$ cat src/common/timing_pkg.sv
package timing_pkg;

	// one beam orbit in clock127 cycles
	localparam int BUCKETS_PER_ORBIT = 1280;

	// orbits grouped into one superframe
	localparam int ORBITS_PER_SUPERFRAME = 9;

	localparam int BUCKET_WIDTH = 11; // enough for 0..1279

	// rf bucket number within the orbit
	typedef logic [BUCKET_WIDTH-1:0] bucket_t;

	// one-hot orbit marker, msb is orbit 0, lsb is orbit 8
	typedef logic [ORBITS_PER_SUPERFRAME-1:0] orbit_token_t;

	localparam bucket_t LAST_BUCKET = bucket_t'(BUCKETS_PER_ORBIT - 1);

	// token values for the first and last orbit of a superframe
	localparam orbit_token_t TOKEN_ORBIT_FIRST = {1'b1, {(ORBITS_PER_SUPERFRAME - 1){1'b0}}};
	localparam orbit_token_t TOKEN_ORBIT_LAST = orbit_token_t'(1);

endpackage

$ cat src/common/trigger_config_pkg.sv
package trigger_config_pkg;

	localparam int NUM_MARKERS = 4; // markers a to d

	localparam int POSITION_WIDTH = 25;

	// orbit mask field, same bit order as the orbit token
	localparam int MASK_MSB = 24;
	localparam int MASK_LSB = 16;

	// bucket field
	localparam int BUCKET_MSB = 12;
	localparam int BUCKET_LSB = 2;

	localparam int PRESCALE_WIDTH = 5;

	// bunch marker config word, bits 15..13 and 1..0 unused
	typedef logic [POSITION_WIDTH-1:0] marker_position_t;

	// N of the 2^N superframe prescale
	typedef logic [PRESCALE_WIDTH-1:0] prescale_log2_t;

endpackage

$ cat src/hdl/orbit_timer.sv
`timescale 1ns/1ps

module orbit_timer (
	input logic clock127,
	input logic reset,
	input logic revo,
	output timing_pkg::bucket_t bucket_count,
	output timing_pkg::orbit_token_t orbit_token,
	output logic superframe_wrap,
	output logic frame,
	output logic frame9
);

	logic orbit_end;
	timing_pkg::orbit_token_t next_token;
	logic last_orbit;

	// revo forces an early orbit end, otherwise wrap at the last bucket
	assign orbit_end = revo || (bucket_count == timing_pkg::LAST_BUCKET);

	// rotate toward lsb, orbit 8 wraps back to orbit 0
	assign next_token = {orbit_token[0],
		orbit_token[timing_pkg::ORBITS_PER_SUPERFRAME-1:1]};

	assign last_orbit = (orbit_token == timing_pkg::TOKEN_ORBIT_LAST);

	// high in the final cycle of orbit 8
	assign superframe_wrap = orbit_end && last_orbit;

	always_ff @(posedge clock127) begin
		if (reset) begin
			bucket_count <= '0;
			orbit_token <= timing_pkg::TOKEN_ORBIT_LAST; // first orbit end starts orbit 0
			frame <= 1'b0;
			frame9 <= 1'b0;
		end else begin
			frame <= orbit_end; // lines up with bucket 0
			frame9 <= orbit_end && (next_token == timing_pkg::TOKEN_ORBIT_FIRST);
			if (orbit_end) begin
				bucket_count <= '0;
				orbit_token <= next_token;
			end else begin
				bucket_count <= bucket_count + 1'b1;
			end
		end
	end

endmodule

$ cat src/hdl/xrm_trigger_top.sv
`timescale 1ns/1ps

module xrm_trigger_top (
	input logic clock127,
	input logic reset,
	input logic revo,
	input logic trigger_enable,
	input trigger_config_pkg::prescale_log2_t prescale_log2,
	input trigger_config_pkg::marker_position_t marker_a_position,
	input trigger_config_pkg::marker_position_t marker_b_position,
	input trigger_config_pkg::marker_position_t marker_c_position,
	input trigger_config_pkg::marker_position_t marker_d_position,
	output logic xrm_trigger,
	output logic frame,
	output logic frame9
);

	timing_pkg::bucket_t bucket_count;
	timing_pkg::orbit_token_t orbit_token;
	logic superframe_wrap;
	logic held_enable;
	trigger_config_pkg::prescale_log2_t held_prescale_log2;
	trigger_config_pkg::marker_position_t held_a_position;
	trigger_config_pkg::marker_position_t held_b_position;
	trigger_config_pkg::marker_position_t held_c_position;
	trigger_config_pkg::marker_position_t held_d_position;
	logic trigger_window;

	orbit_timer u_orbit_timer (
		.clock127(clock127),
		.reset(reset),
		.revo(revo),
		.bucket_count(bucket_count),
		.orbit_token(orbit_token),
		.superframe_wrap(superframe_wrap),
		.frame(frame),
		.frame9(frame9)
	);

	trigger_config_latch u_config_latch (
		.clock127(clock127),
		.reset(reset),
		.superframe_wrap(superframe_wrap),
		.trigger_enable(trigger_enable),
		.prescale_log2(prescale_log2),
		.marker_a_position(marker_a_position),
		.marker_b_position(marker_b_position),
		.marker_c_position(marker_c_position),
		.marker_d_position(marker_d_position),
		.held_enable(held_enable),
		.held_prescale_log2(held_prescale_log2),
		.held_a_position(held_a_position),
		.held_b_position(held_b_position),
		.held_c_position(held_c_position),
		.held_d_position(held_d_position)
	);

	superframe_prescaler u_prescaler (
		.clock127(clock127),
		.reset(reset),
		.superframe_wrap(superframe_wrap),
		.held_enable(held_enable),
		.held_prescale_log2(held_prescale_log2),
		.trigger_window(trigger_window)
	);

	bunch_marker_matcher u_matcher (
		.clock127(clock127),
		.reset(reset),
		.trigger_window(trigger_window),
		.bucket_count(bucket_count),
		.orbit_token(orbit_token),
		.held_a_position(held_a_position),
		.held_b_position(held_b_position),
		.held_c_position(held_c_position),
		.held_d_position(held_d_position),
		.xrm_trigger(xrm_trigger)
	);

endmodule

$ cat src/trigger/bunch_marker_matcher.sv
`timescale 1ns/1ps

module bunch_marker_matcher (
	input logic clock127,
	input logic reset,
	input logic trigger_window,
	input timing_pkg::bucket_t bucket_count,
	input timing_pkg::orbit_token_t orbit_token,
	input trigger_config_pkg::marker_position_t held_a_position,
	input trigger_config_pkg::marker_position_t held_b_position,
	input trigger_config_pkg::marker_position_t held_c_position,
	input trigger_config_pkg::marker_position_t held_d_position,
	output logic xrm_trigger
);

	trigger_config_pkg::marker_position_t positions [trigger_config_pkg::NUM_MARKERS];
	logic [trigger_config_pkg::NUM_MARKERS-1:0] bucket_hit;
	logic [trigger_config_pkg::NUM_MARKERS-1:0] orbit_hit;
	logic [trigger_config_pkg::NUM_MARKERS-1:0] fire_next;
	logic [trigger_config_pkg::NUM_MARKERS-1:0] fire;

	// index 0 has top priority
	assign positions[0] = held_a_position;
	assign positions[1] = held_b_position;
	assign positions[2] = held_c_position;
	assign positions[3] = held_d_position;

	always_comb begin
		for (int i = 0; i < trigger_config_pkg::NUM_MARKERS; i++) begin
			bucket_hit[i] = (bucket_count == timing_pkg::bucket_t'(
				positions[i][trigger_config_pkg::BUCKET_MSB:trigger_config_pkg::BUCKET_LSB]));
			orbit_hit[i] = |(orbit_token & timing_pkg::orbit_token_t'(
				positions[i][trigger_config_pkg::MASK_MSB:trigger_config_pkg::MASK_LSB]));
		end
	end

	// first bucket match wins, later markers at the same bucket are ignored
	always_comb begin
		logic claimed;
		claimed = 1'b0;
		fire_next = '0;
		for (int i = 0; i < trigger_config_pkg::NUM_MARKERS; i++) begin
			if (!claimed && bucket_hit[i]) begin
				claimed = 1'b1;
				fire_next[i] = trigger_window && orbit_hit[i];
			end
		end
	end

	always_ff @(posedge clock127) begin
		if (reset) begin
			fire <= '0;
		end else begin
			fire <= fire_next; // one cycle after the bucket
		end
	end

	assign xrm_trigger = |fire;

endmodule

$ cat src/trigger/superframe_prescaler.sv
`timescale 1ns/1ps

module superframe_prescaler (
	input logic clock127,
	input logic reset,
	input logic superframe_wrap,
	input logic held_enable,
	input trigger_config_pkg::prescale_log2_t held_prescale_log2,
	output logic trigger_window
);

	logic [31:0] superframe_count; // enabled superframes since last open window
	logic [31:0] threshold; // 2^N

	always_ff @(posedge clock127) begin
		if (reset) begin
			superframe_count <= 32'd1;
			threshold <= 32'd1; // 2^0, first enabled decision opens
			trigger_window <= 1'b0;
		end else if (superframe_wrap) begin
			trigger_window <= 1'b0;
			if (held_enable) begin
				if (superframe_count < threshold) begin
					superframe_count <= superframe_count + 32'd1;
				end else begin
					// reached 2^N, open for the coming superframe
					superframe_count <= 32'd1;
					trigger_window <= 1'b1;
				end
			end
			// applies from the next decision on
			threshold <= 32'd1 << held_prescale_log2;
		end
	end

endmodule

$ cat src/trigger/trigger_config_latch.sv
`timescale 1ns/1ps

module trigger_config_latch (
	input logic clock127,
	input logic reset,
	input logic superframe_wrap,
	input logic trigger_enable,
	input trigger_config_pkg::prescale_log2_t prescale_log2,
	input trigger_config_pkg::marker_position_t marker_a_position,
	input trigger_config_pkg::marker_position_t marker_b_position,
	input trigger_config_pkg::marker_position_t marker_c_position,
	input trigger_config_pkg::marker_position_t marker_d_position,
	output logic held_enable,
	output trigger_config_pkg::prescale_log2_t held_prescale_log2,
	output trigger_config_pkg::marker_position_t held_a_position,
	output trigger_config_pkg::marker_position_t held_b_position,
	output trigger_config_pkg::marker_position_t held_c_position,
	output trigger_config_pkg::marker_position_t held_d_position
);

	// config bus writes can land anywhere in a superframe,
	// so the trigger logic only ever sees these copies
	always_ff @(posedge clock127) begin
		if (reset) begin
			held_enable <= 1'b0;
			held_prescale_log2 <= '0;
			held_a_position <= '0;
			held_b_position <= '0;
			held_c_position <= '0;
			held_d_position <= '0;
		end else if (superframe_wrap) begin // take new values at the boundary only
			held_enable <= trigger_enable;
			held_prescale_log2 <= prescale_log2;
			held_a_position <= marker_a_position;
			held_b_position <= marker_b_position;
			held_c_position <= marker_c_position;
			held_d_position <= marker_d_position;
		end
	end

endmodule
$ cat config.mk
export PLATFORM = sky130hd
export DESIGN_NAME = xrm_trigger_top
export DESIGN_NICKNAME = d
export VERILOG_FILES = /design/src/common/timing_pkg.sv /design/src/common/trigger_config_pkg.sv /design/src/hdl/orbit_timer.sv /design/src/hdl/xrm_trigger_top.sv /design/src/trigger/bunch_marker_matcher.sv /design/src/trigger/superframe_prescaler.sv /design/src/trigger/trigger_config_latch.sv
export SDC_FILE = /design/constraint.sdc
export NUM_CORES = 1
export LEC_CHECK = 0
export BUFFER_PORTS_ARGS = -buffer_cell sky130_fd_sc_hd__buf_4
export CORE_AREA = 2 2 105 209
export CTS_BUF_LIST = sky130_fd_sc_hd__clkbuf_8
export CTS_CLUSTER_DIAMETER = 100
export DETAILED_ROUTE_END_ITERATION = 8
export DIE_AREA = 0 0 107 211
export PLACE_DENSITY_LB_ADDON = 0.12
export SLEW_MARGIN = 15
export SYNTH_ARGS = -nofsm -noshare
export SYNTH_HDL_FRONTEND = slang
export SYNTH_SLANG_ARGS = --single-unit
$ cat constraint.sdc
create_clock -name clock127 -period 2.71 [get_ports clock127]
set_clock_uncertainty 0.2 [all_clocks]
set_input_delay 0.271 -clock clock127 [delete_from_list [all_inputs] [get_ports clock127]]
set_output_delay 0.271 -clock clock127 [all_outputs]
set_load 0.05 [all_outputs]
## After elaboration in Yosys (flattened, before gate mapping)

Index checks and enable logic that the tools add are counted.

- Register bits after elaboration: 197
- Bits in latches: 0
- Bits in writable memories: 0
- ROM bits: 0
- Bits of input ports: 109
- Output and inout port bits: 3
- Memories: 0

- $add $sub $neg: 2
- $mul: 0
- Div/mod/pow operators: 0
- $lt $le $gt $ge: 1
- Equal/unequal tests: 7
- Shift operators: 1
- Muxes and demuxes: 6
- Bitwise logic cells: 8
- Reductions and logical operators: 24

Operators with widths:

| kind | count |
|---|---|
| 11-bit == test | 4 |
| 9-bit bitwise AND | 4 |
| 9-bit OR reduction | 4 |
| 32-bit by 1-bit adder with 32-bit output, second input constant | 1 |
| 32-bit < comparator | 1 |
| 32-bit 2-to-1 mux | 1 |
| 1-bit by 5-bit << shifter with 32-bit output, first input constant | 1 |
| 11-bit by 1-bit adder with 11-bit output, second input constant | 1 |
| 11-bit == test, second input constant | 1 |
| 2-bit OR reduction | 5 |
| 9-bit by 1-bit == test with 1-bit output, second input constant | 1 |
| 9-bit == test, second input constant | 1 |
| 1-bit logical AND | 9 |
| 1-bit 2-to-1 mux | 5 |
| 1-bit NOT | 4 |
| 4-bit OR reduction | 1 |
| 1-bit logical NOT | 3 |
| 2-bit AND reduction | 1 |
| 1-bit logical OR | 1 |

## Logic depth before layout (Yosys ltp)

Gate-level depths: netlist (run 1).

- Depth after elaboration: 12
- Gate-level depth with buffers: 9

## Cells and area by module

Synthesis (run 1) repeated with hierarchy kept, for this count alone.

- Cells, all modules: 985
- Area, all modules: 9,351.5 µm²

By module, submodules not included:

| module | instances | cells an instance | area each (µm²) |
|---|---|---|---|
| trigger_config_latch | 1 | 342 | 3,778.6 |
| superframe_prescaler | 1 | 422 | 3,669.8 |
| orbit_timer | 1 | 129 | 1,131.1 |
| bunch_marker_matcher | 1 | 92 | 772.0 |

## Worst setup path before layout (run 1)

No wires, ideal clock.

- Path type: reg2reg
- Start: reg u_prescaler.superframe_count[13]
- End: reg u_prescaler.superframe_count[11]
- Data arrival time: 2.059 ns
- Setup slack: 0.323 ns
- Stages on the path, launching flop included: 9
- Path buffers: 1
- Clock period less this slack: 2.387 ns
- Cell sequence: dfxtp_1 ha_1 nand4_1 nor4_1 a32o_1 o21ai_2 a31oi_2 clkbuf_1 nor2_1

- Word-level cells in the longest chain between the ends: 2

Ends and longest elaborated chain:

| what | RTL line | text |
|---|---|---|
| from (decl) | superframe_prescaler.sv:12 | `logic [31:0] superframe_count;` |
| from (signal assigned) | superframe_prescaler.sv:24 | `superframe_count <= superframe_count + 32'd1;` |
| 32-bit < comparator | superframe_prescaler.sv:23 | `if (superframe_count < threshold) begin` |
| 32-bit 2-to-1 mux | superframe_prescaler.sv:23 |  |

Every way passes these cells.
A chain may end at the register's enable or synchronous reset.

## Worst setup path after layout (run 1)

- Start: reg u_prescaler.threshold[14]
- End: reg u_prescaler.superframe_count[6]

- Word-level cells in the longest chain between the ends: 2

Ends and longest elaborated chain:

| what | RTL line | text |
|---|---|---|
| from (decl) | superframe_prescaler.sv:13 | `logic [31:0] threshold;` |
| from (signal assigned) | superframe_prescaler.sv:32 | `threshold <= 32'd1 << held_prescale_log2;` |
| 32-bit < comparator | superframe_prescaler.sv:23 |  |
| 32-bit 2-to-1 mux | superframe_prescaler.sv:23 |  |

Every way passes these cells.

==> results of run 1 <==
[layer usage]
metal  part of all wire  track usage
met1               0.38        0.216
met2               0.55        0.412
met3              0.028       0.0318
met4              0.041        0.103
met5                  0            0
[power breakdown]
part	total, mW	internal [mW]	switching [mW]
clock network	1.90	0.846	1.06
logic	0.665	0.320	0.345
registers	2.75	2.69	0.0635
total	5.32	3.85	1.46
[cells in the final DEF, fill, tap and decap left out, types with 4 or more instances in the layout]
| cell | synthesis | layout |
|---|---|---|
| o21ai_0 | 12 | 12 |
| nor2_1 | 65 | 65 |
| a222oi_1 | 4 | 4 |
| nor3b_1 | 6 | 6 |
| inv_1 | 36 | 36 |
| nor4_1 | 12 | 12 |
| o31ai_1 | 16 | 16 |
| a221oi_1 | 4 | 4 |
| xor2_1 | 58 | 58 |
| buf_12 | 0 | 5 |
| clkbuf_8 | 0 | 17 |
| ha_1 | 33 | 33 |
| and4_1 | 5 | 5 |
| and3_1 | 12 | 12 |
| nor2b_1 | 4 | 4 |
| nand3_1 | 43 | 43 |
| a21oi_1 | 129 | 128 |
| a22oi_1 | 8 | 8 |
| xnor2_1 | 21 | 21 |
| inv_6 | 0 | 5 |
| nand4_1 | 30 | 30 |
| and2_1 | 5 | 5 |
| nand2_1 | 201 | 201 |
| buf_4 | 6 | 118 |
| nor3_1 | 26 | 26 |
| dlygate4sd3_1 | 0 | 88 |
| dfxtp_1 | 177 | 177 |
[kinds of logic (layout without fill, tap and decap cells)]
logic type,count (synthesis),in the layout,synth area share
buffers and inverters,104,279,0.0527
xor gates and xnor gates,79,79,0.0837
adders and majority gates,33,33,0.0500
and+or+nand+nor,430,430,0.245
DFF,177,177,0.429
AOI/OAI and AO/OA,194,194,0.140
[critical path, stage by stage (launching register included)]
cell and delay [ps]:
dfxtp_1 380, inv_1 60, ha_1 290, nand4_1 160, nor4_1 300, a32o_1 230
o21ai_2 130, a31oi_2 280, buf_12 210, nor2_1 60
[worst paths after layout]
kind	from	to	slack (ps)	cells past startpoint
worst min-delay path	u_prescaler.threshold[9]$_SDFFE_PP0P_	u_prescaler.threshold[9]$_SDFFE_PP0P_	260	2
worst min register to register	u_prescaler.threshold[9]$_SDFFE_PP0P_	u_prescaler.threshold[9]$_SDFFE_PP0P_	260	2
worst max register to register	u_prescaler.threshold[14]$_SDFFE_PP0P_	u_prescaler.superframe_count[6]$_SDFFE_PP0P_	290	9
worst max-delay path	u_prescaler.threshold[14]$_SDFFE_PP0P_	u_prescaler.superframe_count[6]$_SDFFE_PP0P_	290	9
[sequential cells by signal, summed over array words and instances, names as in the netlist, 5 cells and up]
register                           cells
u_config_latch.held_c_position        20
u_prescaler.superframe_count          32
u_orbit_timer.orbit_token              9
u_config_latch.held_d_position        20
u_config_latch.held_a_position        20
u_config_latch.held_prescale_log2      5
u_config_latch.held_b_position        20
u_prescaler.threshold                 32
u_orbit_timer.bucket_count            11
[area by class of cell]
cell class / count / area (um^2) / area share
multi-input combinational: 736 / 4310 / 0.407
sequential: 177 / 3540 / 0.334
timing repair buffer: 211 / 1870 / 0.176
tap: 269 / 337 / 0.0318
clock buffer: 17 / 234 / 0.0221
clock inverter: 15 / 171 / 0.0162
inverter: 36 / 135 / 0.0128
[metrics by stage]
stage / std cells / area, um^2
after floorplan: 1017 / 8270
after global placement: 1341 / 9310
after detailed placement: 1341 / 9310
after CTS: 1461 / 10600
after global routing: 1461 / 10600
final: 1461 / 10600
[repair_timing]
action	4_1_cts	5_1_grt
hold buffers	88	0
resized for setup	0	0
endpoints found under the hold margin	96	0
==> flow_metrics.tcl, run 1 <==
set metrics [dict create \
    start_kind "register" \
    slew_viol_final 0 \
    clock_latency_ps 480 \
    cts_tree "built" \
    ys_warn_count 0 \
    fin_crit_sh 0.892 \
    tns_ps 0 \
    synth.most_common_cell "nand2_1" \
    synth_common_cells "nand2_1, dfxtp_1, a21oi_1" \
    post-place-ws_ps 292 \
    maxCapViolations 0 \
    critPathKind "register to register" \
    ys_ff_latch 177 \
    grt_usage 0.213 \
    htreeDepth 4 \
    async_flop_share 0 \
    hold_violations 0 \
    critPathMaxFanout 27 \
    crit_path_end_kind "register" \
    min_path_type "register to register" \
    drt_wl_total_um 23100 \
    synth-edff-count 0 \
    final_nets 1321 \
    port_buffers 91 \
    final_core_util 0.506 \
    post-dp-hpwl_um 16100 \
    post-cts-setup-buffers 0 \
    globalRouteOverflowTotal 0 \
    vias 7540 \
    synthFlopType "dfxtp_1" \
    yosysUniqueCellTypes 56 \
    die_x_um 107 \
    syn_area_um2 8270 \
    p_per_area_nw_per_um2 502 \
    outcome "finished clean" \
    fill_cells 2026 \
    areaGrowthSynthToFinish_pct 28.2 \
    grt_pass1_wl_um 37300 \
    synth_nets 1159 \
    post-route-min-period_ps 2420 \
    numCtsBuffers 17 \
    ir_worst_vdd_mv 0.324 \
    synth_top_area_cell "dfxtp_1" \
    grt_pass1_vias 7543 \
    synth_top_cell_area_share 0.429 \
    setup_ws_ps 293 \
    grt_antenna_before_repair 0 \
    tightest_slew_ps 793 \
    core.rowCount 75 \
    p_total_mw 5.32 \
    core_um2 20900 \
    wl_per_cell_um 15.8 \
    yosys-top-cells-area "dfxtp_1, nand2_1, a21oi_1" \
    setup_viol 0 \
    clockBufferDepth 2 \
    gp_congestion 0.807 \
    drive_above_1_share 0.144 \
    syn_area_per_cell_um2 8.13 \
    die_area_um2 22600 \
    vias_per_cell 5.16 \
    die_y_um 211 \
    diodes 0 \
    cts-root-buf "clkbuf_8" \
    drt_iter0_markers 255 \
    cts_sinks 177 \
    holdWs_ps 257 \
    max_slew_margin 0.471 \
    syn-instance-count 1017 \
    drtPass1Iterations 5 \
    cp.arrival_ps 2580 \
    start_util 0.395 \
    drc 0 \
    ant_nets 0 \
    max_freq_mhz 414 \
    grt_max_degree 94 \
    p_leak_nw 4.19 \
    rsz0062_at_grt "false" \
    ios 112 \
    clk_pin_slew_ps 110 \
    seq_area_frac_synth 0.429 \
    required_ps 2880 \
]
(Power assumes the default switching activity.)
==> run 2: changes to the inputs <==
Settings changed: CORE_AREA 2 2 105 209 to 2 2 112 222, CTS_CLUSTER_DIAMETER 100 to 40, DIE_AREA 0 0 107 211 to 0 0 114 224, SYNTH_HIERARCHICAL set to 1.
==> flow_metrics.tcl, run 2 <==
set metrics [dict create \
    outcome "finished clean" \
    critPathKind "register to register" \
    drt_iter0_markers 322 \
    pwr-share-comb 0.154 \
    drc 0 \
    post-route-min-period_ps 2560 \
    fill_cells 2323 \
    drt_wl_total_um 25000 \
    tightest_slew_ps 797 \
    setup_viol 0 \
    globalRouteOverflowTotal 0 \
    diodes 0 \
    fin_crit_sh 0.944 \
    r2r_end "u_prescaler/superframe_count[31]$_SDFFE_PP0P_" \
    met1_length_um 8710 \
    drtPass1Iterations 5 \
    p_leak_nw 4.39 \
    p_sw_mw 1.48 \
    required_ps 2930 \
    ys_warn_count 6 \
    grt_usage 0.202 \
    tns_ps 0 \
    die_y_um 224 \
    start_util 0.364 \
    max_freq_mhz 391 \
    syn_area_per_cell_um2 9.38 \
    ant_nets 0 \
    final_common_cell "dfxtp_1" \
    clk_pin_slew_ps 90 \
    pwr-share-seq 0.517 \
    max_slew_margin 0.467 \
    die_area_um2 25500 \
    wl_per_cell_um 17.5 \
    areaGrowthSynthToFinish_pct 28.9 \
    min_path_type "register to register" \
    whs_endpoint "u_config_latch/held_c_position[18]$_SDFFE_PP0P_" \
    pwr-share-clk 0.329 \
    layout_common_cells "dfxtp_1, buf_4, nor2_1, dlygate4sd3_1, mux2i_1" \
    cts_sinks 177 \
    post-dp-hpwl_um 18300 \
    dp_cells 1307 \
    vias 7394 \
    post-cts-setup-buffers 0 \
    die_x_um 114 \
    slew_viol_final 0 \
    final_nets 1272 \
    ios 112 \
    power.internal_mw 3.90 \
    start_kind "register" \
    drive_above_1_share 0.189 \
    routed-wl-met3_um 585 \
    cts_tree "built" \
    grt_pass1_vias 7637 \
    syn-instance-count 925 \
    ir_worst_vdd_mv 0.356 \
    maxCapViolations 0 \
    cts-root-buf "clkbuf_8" \
    dr.max_layer_used "met4" \
    clockBufferDepth 2 \
    critPathMaxFanout 6 \
    hold_violations 0 \
    syn_area_um2 8680 \
    htreeDepth 4 \
    grt_max_degree 42 \
    switching_share 0.275 \
    vias_per_cell 5.17 \
    gp_congestion 0.802 \
    layout.cells.non_filler 1429 \
    clock_latency_ps 490 \
    synth_nets 1067 \
    dr_wl_met2_um 14800 \
    r2r_setup_slack_ps 150 \
    grt_pass1_wl_um 39600 \
    cp.arrival_ps 2780 \
    reg2reg_depth 11 \
    reg.largest.list "u_prescaler/superframe_count: 32 flops, u_prescaler/threshold: 32 flops" \
    p_per_area_nw_per_um2 480 \
    hold_start "u_config_latch/held_c_position[18]$_SDFFE_PP0P_" \
    port_buffers 91 \
    crit_path_end_kind "register" \
    core.rowCount 80 \
    worstHoldPathCells 2 \
    grt_antenna_before_repair 0 \
    numCtsBuffers 17 \
    rsz0062_at_grt "false" \
    core_um2 23800 \
    r2r_start "u_orbit_timer/bucket_count[0]$_SDFF_PP0_" \
]
[run 2: stage by stage]
stage | cell area (um^2) | setup WS [ps] | power, mW | hold WS, ps | util
global placement | 9870 | 98.0 | 3.56 | 276 | 0.414
global route | 11200 | 16.1 | 5.64 | 330 | 0.469
floorplan | 8710 | 8.02 | 3.32 | 218 | -
CTS | 11100 | 15.0 | 5.47 | 299 | 0.468
detailed placement | 9870 | 37.3 | 3.57 | 287 | 0.414
finish | 11200 | 152 | 5.37 | 304 | 0.469
[run 2: metal layers]
layer  GRT usage  up-vias
met3      0.0311       43
met4       0.105        0
li1            -     3690
met1       0.185     3528
met5           0        -
met2       0.410      133
[run 2: cell type report]
type / count / area, um^2 / share of cell area
clock buffer: 19 / 262 / 0.0234
clock inverter: 12 / 109 / 0.00974
inverter: 44 / 165 / 0.0148
multi-input combinational: 652 / 4690 / 0.420
sequential: 177 / 3550 / 0.317
tap: 287 / 359 / 0.0321
timing repair buffer: 238 / 2040 / 0.183
[run 2: worst max-delay path, stage by stage (launching register included)]
cell	delay (ps)
dfxtp_2	360
ha_4	160
and3_4	210
a31oi_2	130
nor2_4	140
and4_4	250
nand4_4	110
or3b_1	380
buf_6	160
nor3_4	120
xnor2_1	90
a211oi_2	180
[run 2: worst max path at each step]
stage	from	endpoint	slack (ps)	cells past startpoint
CTS	u_orbit_timer/orbit_token[7]$_SDFFE_PP0P_	u_prescaler/superframe_count[29]$_SDFFE_PP0P_	20	10
global placement	u_orbit_timer/orbit_token[7]$_SDFFE_PP0P_	u_prescaler/superframe_count[27]$_SDFFE_PP0P_	100	10
finish	u_orbit_timer/bucket_count[0]$_SDFF_PP0_	u_prescaler/superframe_count[31]$_SDFFE_PP0P_	150	11
detailed placement	u_orbit_timer/orbit_token[7]$_SDFFE_PP0P_	u_prescaler/superframe_count[23]$_SDFFE_PP0P_	40	10
floorplan	u_orbit_timer/bucket_count[9]$_SDFF_PP0_	u_prescaler/superframe_count[25]$_SDFFE_PP0P_	8	10
global route	u_orbit_timer/bucket_count[0]$_SDFF_PP0_	u_prescaler/superframe_count[31]$_SDFFE_PP0P_	20	11
[run 2: power groups by stage]
stage | Sequential (mW) | Clock, mW | Combinational, mW
after global routing | 2.79 | 1.95 | 0.897
after floorplan | 2.83 | 0 | 0.491
final | 2.78 | 1.77 | 0.829
after CTS | 2.78 | 1.86 | 0.834
after detailed placement | 2.84 | 0 | 0.726
after global placement | 2.84 | 0 | 0.721
[run 2: timing repair]
action / CTS / global route
endpoints found under the setup margin: 0 / 13
hold buffers: 91 / 0
resized for setup: 0 / 7
hold endpoints to repair: 107 / 0
==> run 3: changes to the inputs <==
Settings changed: ABC_AREA set to 1, CORE_AREA 2 2 112 222 to 2 2 117 232, DIE_AREA 0 0 114 224 to 0 0 119 234, SKIP_CTS_REPAIR_TIMING set to 1.
==> flow_metrics.tcl, run 3 <==
set metrics [dict create \
    maxCapViolations 0 \
    start_util 0.363 \
    numCtsBuffers 17 \
    reg2reg_depth 15 \
    drtPass1Iterations 4 \
    p_sw_mw 1.52 \
    synth_nets 1546 \
    p_per_area_nw_per_um2 461 \
    drt_wl_total_um 26200 \
    max_stage_delay_ps 350 \
    pwr-share-clk 0.316 \
    grt_usage 0.189 \
    clockBufferDepth 2 \
    grt_pass1_vias 8133 \
    reg.largest.list "u_prescaler/superframe_count: 32 flops, u_prescaler/threshold: 32 flops" \
    r2r_start "u_orbit_timer/bucket_count[0]$_SDFF_PP0_" \
    power.internal_mw 3.85 \
    min_path_type "primary input to register" \
    cts_tree "built" \
    setup_viol 0 \
    slowest_stage "dfxtp_1" \
    ant_nets 0 \
    outcome "finished clean" \
    layout.cells.non_filler 1928 \
    crit_path_end_kind "register" \
    pwr-share-comb 0.159 \
    cp.arrival_ps 2680 \
    required_ps 2900 \
    syn_area_um2 9510 \
    htreeDepth 4 \
    die_area_um2 27800 \
    syn-instance-count 1404 \
    grt_pass1_wl_um 40300 \
    clk_pin_slew_ps 90 \
    hold_start "revo" \
    final_nets 1714 \
    p_leak_nw 5.31 \
    clock_latency_ps 490 \
    grt_max_degree 71 \
    cts_sinks 177 \
    final_common_cell "nand2_1" \
    dp_cells 1809 \
    ios 112 \
    vias_per_cell 4.48 \
    critPathKind "register to register" \
    fill_cells 2820 \
    fin_crit_sh 0.920 \
    multi_input_area_um2 4720 \
    hold_violations 0 \
    areaGrowthSynthToFinish_pct 22.6 \
    diodes 0 \
    slew_viol_final 0 \
    drt_iter0_markers 391 \
    drc 0 \
    post-route-min-period_ps 2490 \
    globalRouteOverflowTotal 0 \
    ir_worst_vdd_mv 0.272 \
    layout_common_cells "nand2_1, nor2_1, inv_1, dfxtp_1, buf_4" \
    worstHoldPathCells 5 \
    core_um2 26200 \
    tns_ps 0 \
    max_slew_margin 0.547 \
    core.rowCount 84 \
    die_x_um 119 \
    wl_per_cell_um 13.6 \
    critPathMaxFanout 10 \
    gp_congestion 0.825 \
    r2r_setup_slack_ps 220 \
    pwr-share-seq 0.525 \
    rsz0062_at_grt "false" \
    worstPathCellList "ha_2 -> nand3_2 -> inv_2 -> nand3_4 -> nand2_8 -> nand2_2 -> clkinv_4 -> nand2_8 -> clkinv_2 -> nand4_2 -> nor2_4 -> nand3_2 -> nor2_4 -> xor2_1 -> nor2_1" \
    ys_warn_count 6 \
    start_kind "register" \
    register_area_um2 3540 \
    syn_area_per_cell_um2 6.77 \
    r2r_end "u_prescaler/superframe_count[27]$_SDFFE_PP0P_" \
    die_y_um 234 \
    grt_antenna_before_repair 0 \
    port_buffers 91 \
    vias 8644 \
    tightest_slew_ps 673 \
    cts-root-buf "clkbuf_8" \
    drive_above_1_share 0.145 \
    switching_share 0.283 \
    max_freq_mhz 401 \
    whs_endpoint "u_orbit_timer/orbit_token[0]$_SDFFE_PP1P_" \
    post-dp-hpwl_um 19500 \
]
## run 3: cell types whose count changed in the layout (fill, tap and decap cells not counted), moves of 12 or more
cell,delta
a211oi_1,-17
nor2_4,+12
mux2i_1,-86
nand2_1,+374
a21oi_1,+32
a22oi_1,-34
inv_2,+13
inv_1,+147
xor2_1,-14
nor2_1,+106
buf_4,-19
nor2_2,+20
## run 3: per-stage QoR
step                 util  hold slack [ps]  instance area, um^2  setup slack, ps  power (mW)
CTS                 0.411             -187                10700              118        5.36
global route        0.445             10.9                11700             17.9        5.68
floorplan               -              133                 9510              344        3.44
finish              0.445             12.3                11700              218        5.37
global placement    0.397              254                10400              192        3.63
detailed placement  0.397              257                10400              130        3.64
## run 3: metal layers
metal  track usage  up-vias  routed length (um)
li1              -     4559                   -
met1         0.165     3935                8800
met2         0.408      110               16000
met3        0.0304       40                 571
met4        0.0811        0                 836
met5             0        -                   0
## run 3: cell type report
cell class | count | share of cell area
Clock inverter | 13 | 0.00859
Sequential cell | 177 | 0.304
Multi-Input combinational cell | 957 | 0.405
Clock buffer | 18 | 0.0213
Tap cell | 344 | 0.0369
Inverter | 206 | 0.0669
Timing Repair Buffer | 213 | 0.157
## run 3: worst max-delay path by stage
stage                                                  start                                             to  slack, ps  cells past startpoint
global route        u_orbit_timer/bucket_count[0]$_SDFF_PP0_  u_prescaler/superframe_count[31]$_SDFFE_PP0P_         20                     17
CTS                 u_orbit_timer/bucket_count[1]$_SDFF_PP0_  u_prescaler/superframe_count[27]$_SDFFE_PP0P_        120                     15
global placement    u_orbit_timer/bucket_count[0]$_SDFF_PP0_  u_prescaler/superframe_count[27]$_SDFFE_PP0P_        190                     15
detailed placement  u_orbit_timer/bucket_count[1]$_SDFF_PP0_  u_prescaler/superframe_count[27]$_SDFFE_PP0P_        130                     15
floorplan           u_orbit_timer/bucket_count[0]$_SDFF_PP0_  u_prescaler/superframe_count[27]$_SDFFE_PP0P_        340                     15
finish              u_orbit_timer/bucket_count[0]$_SDFF_PP0_  u_prescaler/superframe_count[27]$_SDFFE_PP0P_        220                     15
## run 3: power by group through the flow
stage / Sequential (mW) / Clock (mW) / Combinational, mW
3_5_place_dp: 2.88 / 0 / 0.757
6_report: 2.82 / 1.69 / 0.854
4_1_cts: 2.82 / 1.78 / 0.759
2_1_floorplan: 2.86 / 0 / 0.584
3_3_place_gp: 2.88 / 0 / 0.751
5_1_grt: 2.84 / 1.87 / 0.972
## run 3: critical path: cells and delay by family, from the launching register on
family        cells  cell delay [ps]
fa+ha+maj         1              200
xor+xnor          1              160
simple gates     10             1220
flops             1              350
buf+inv           3              270
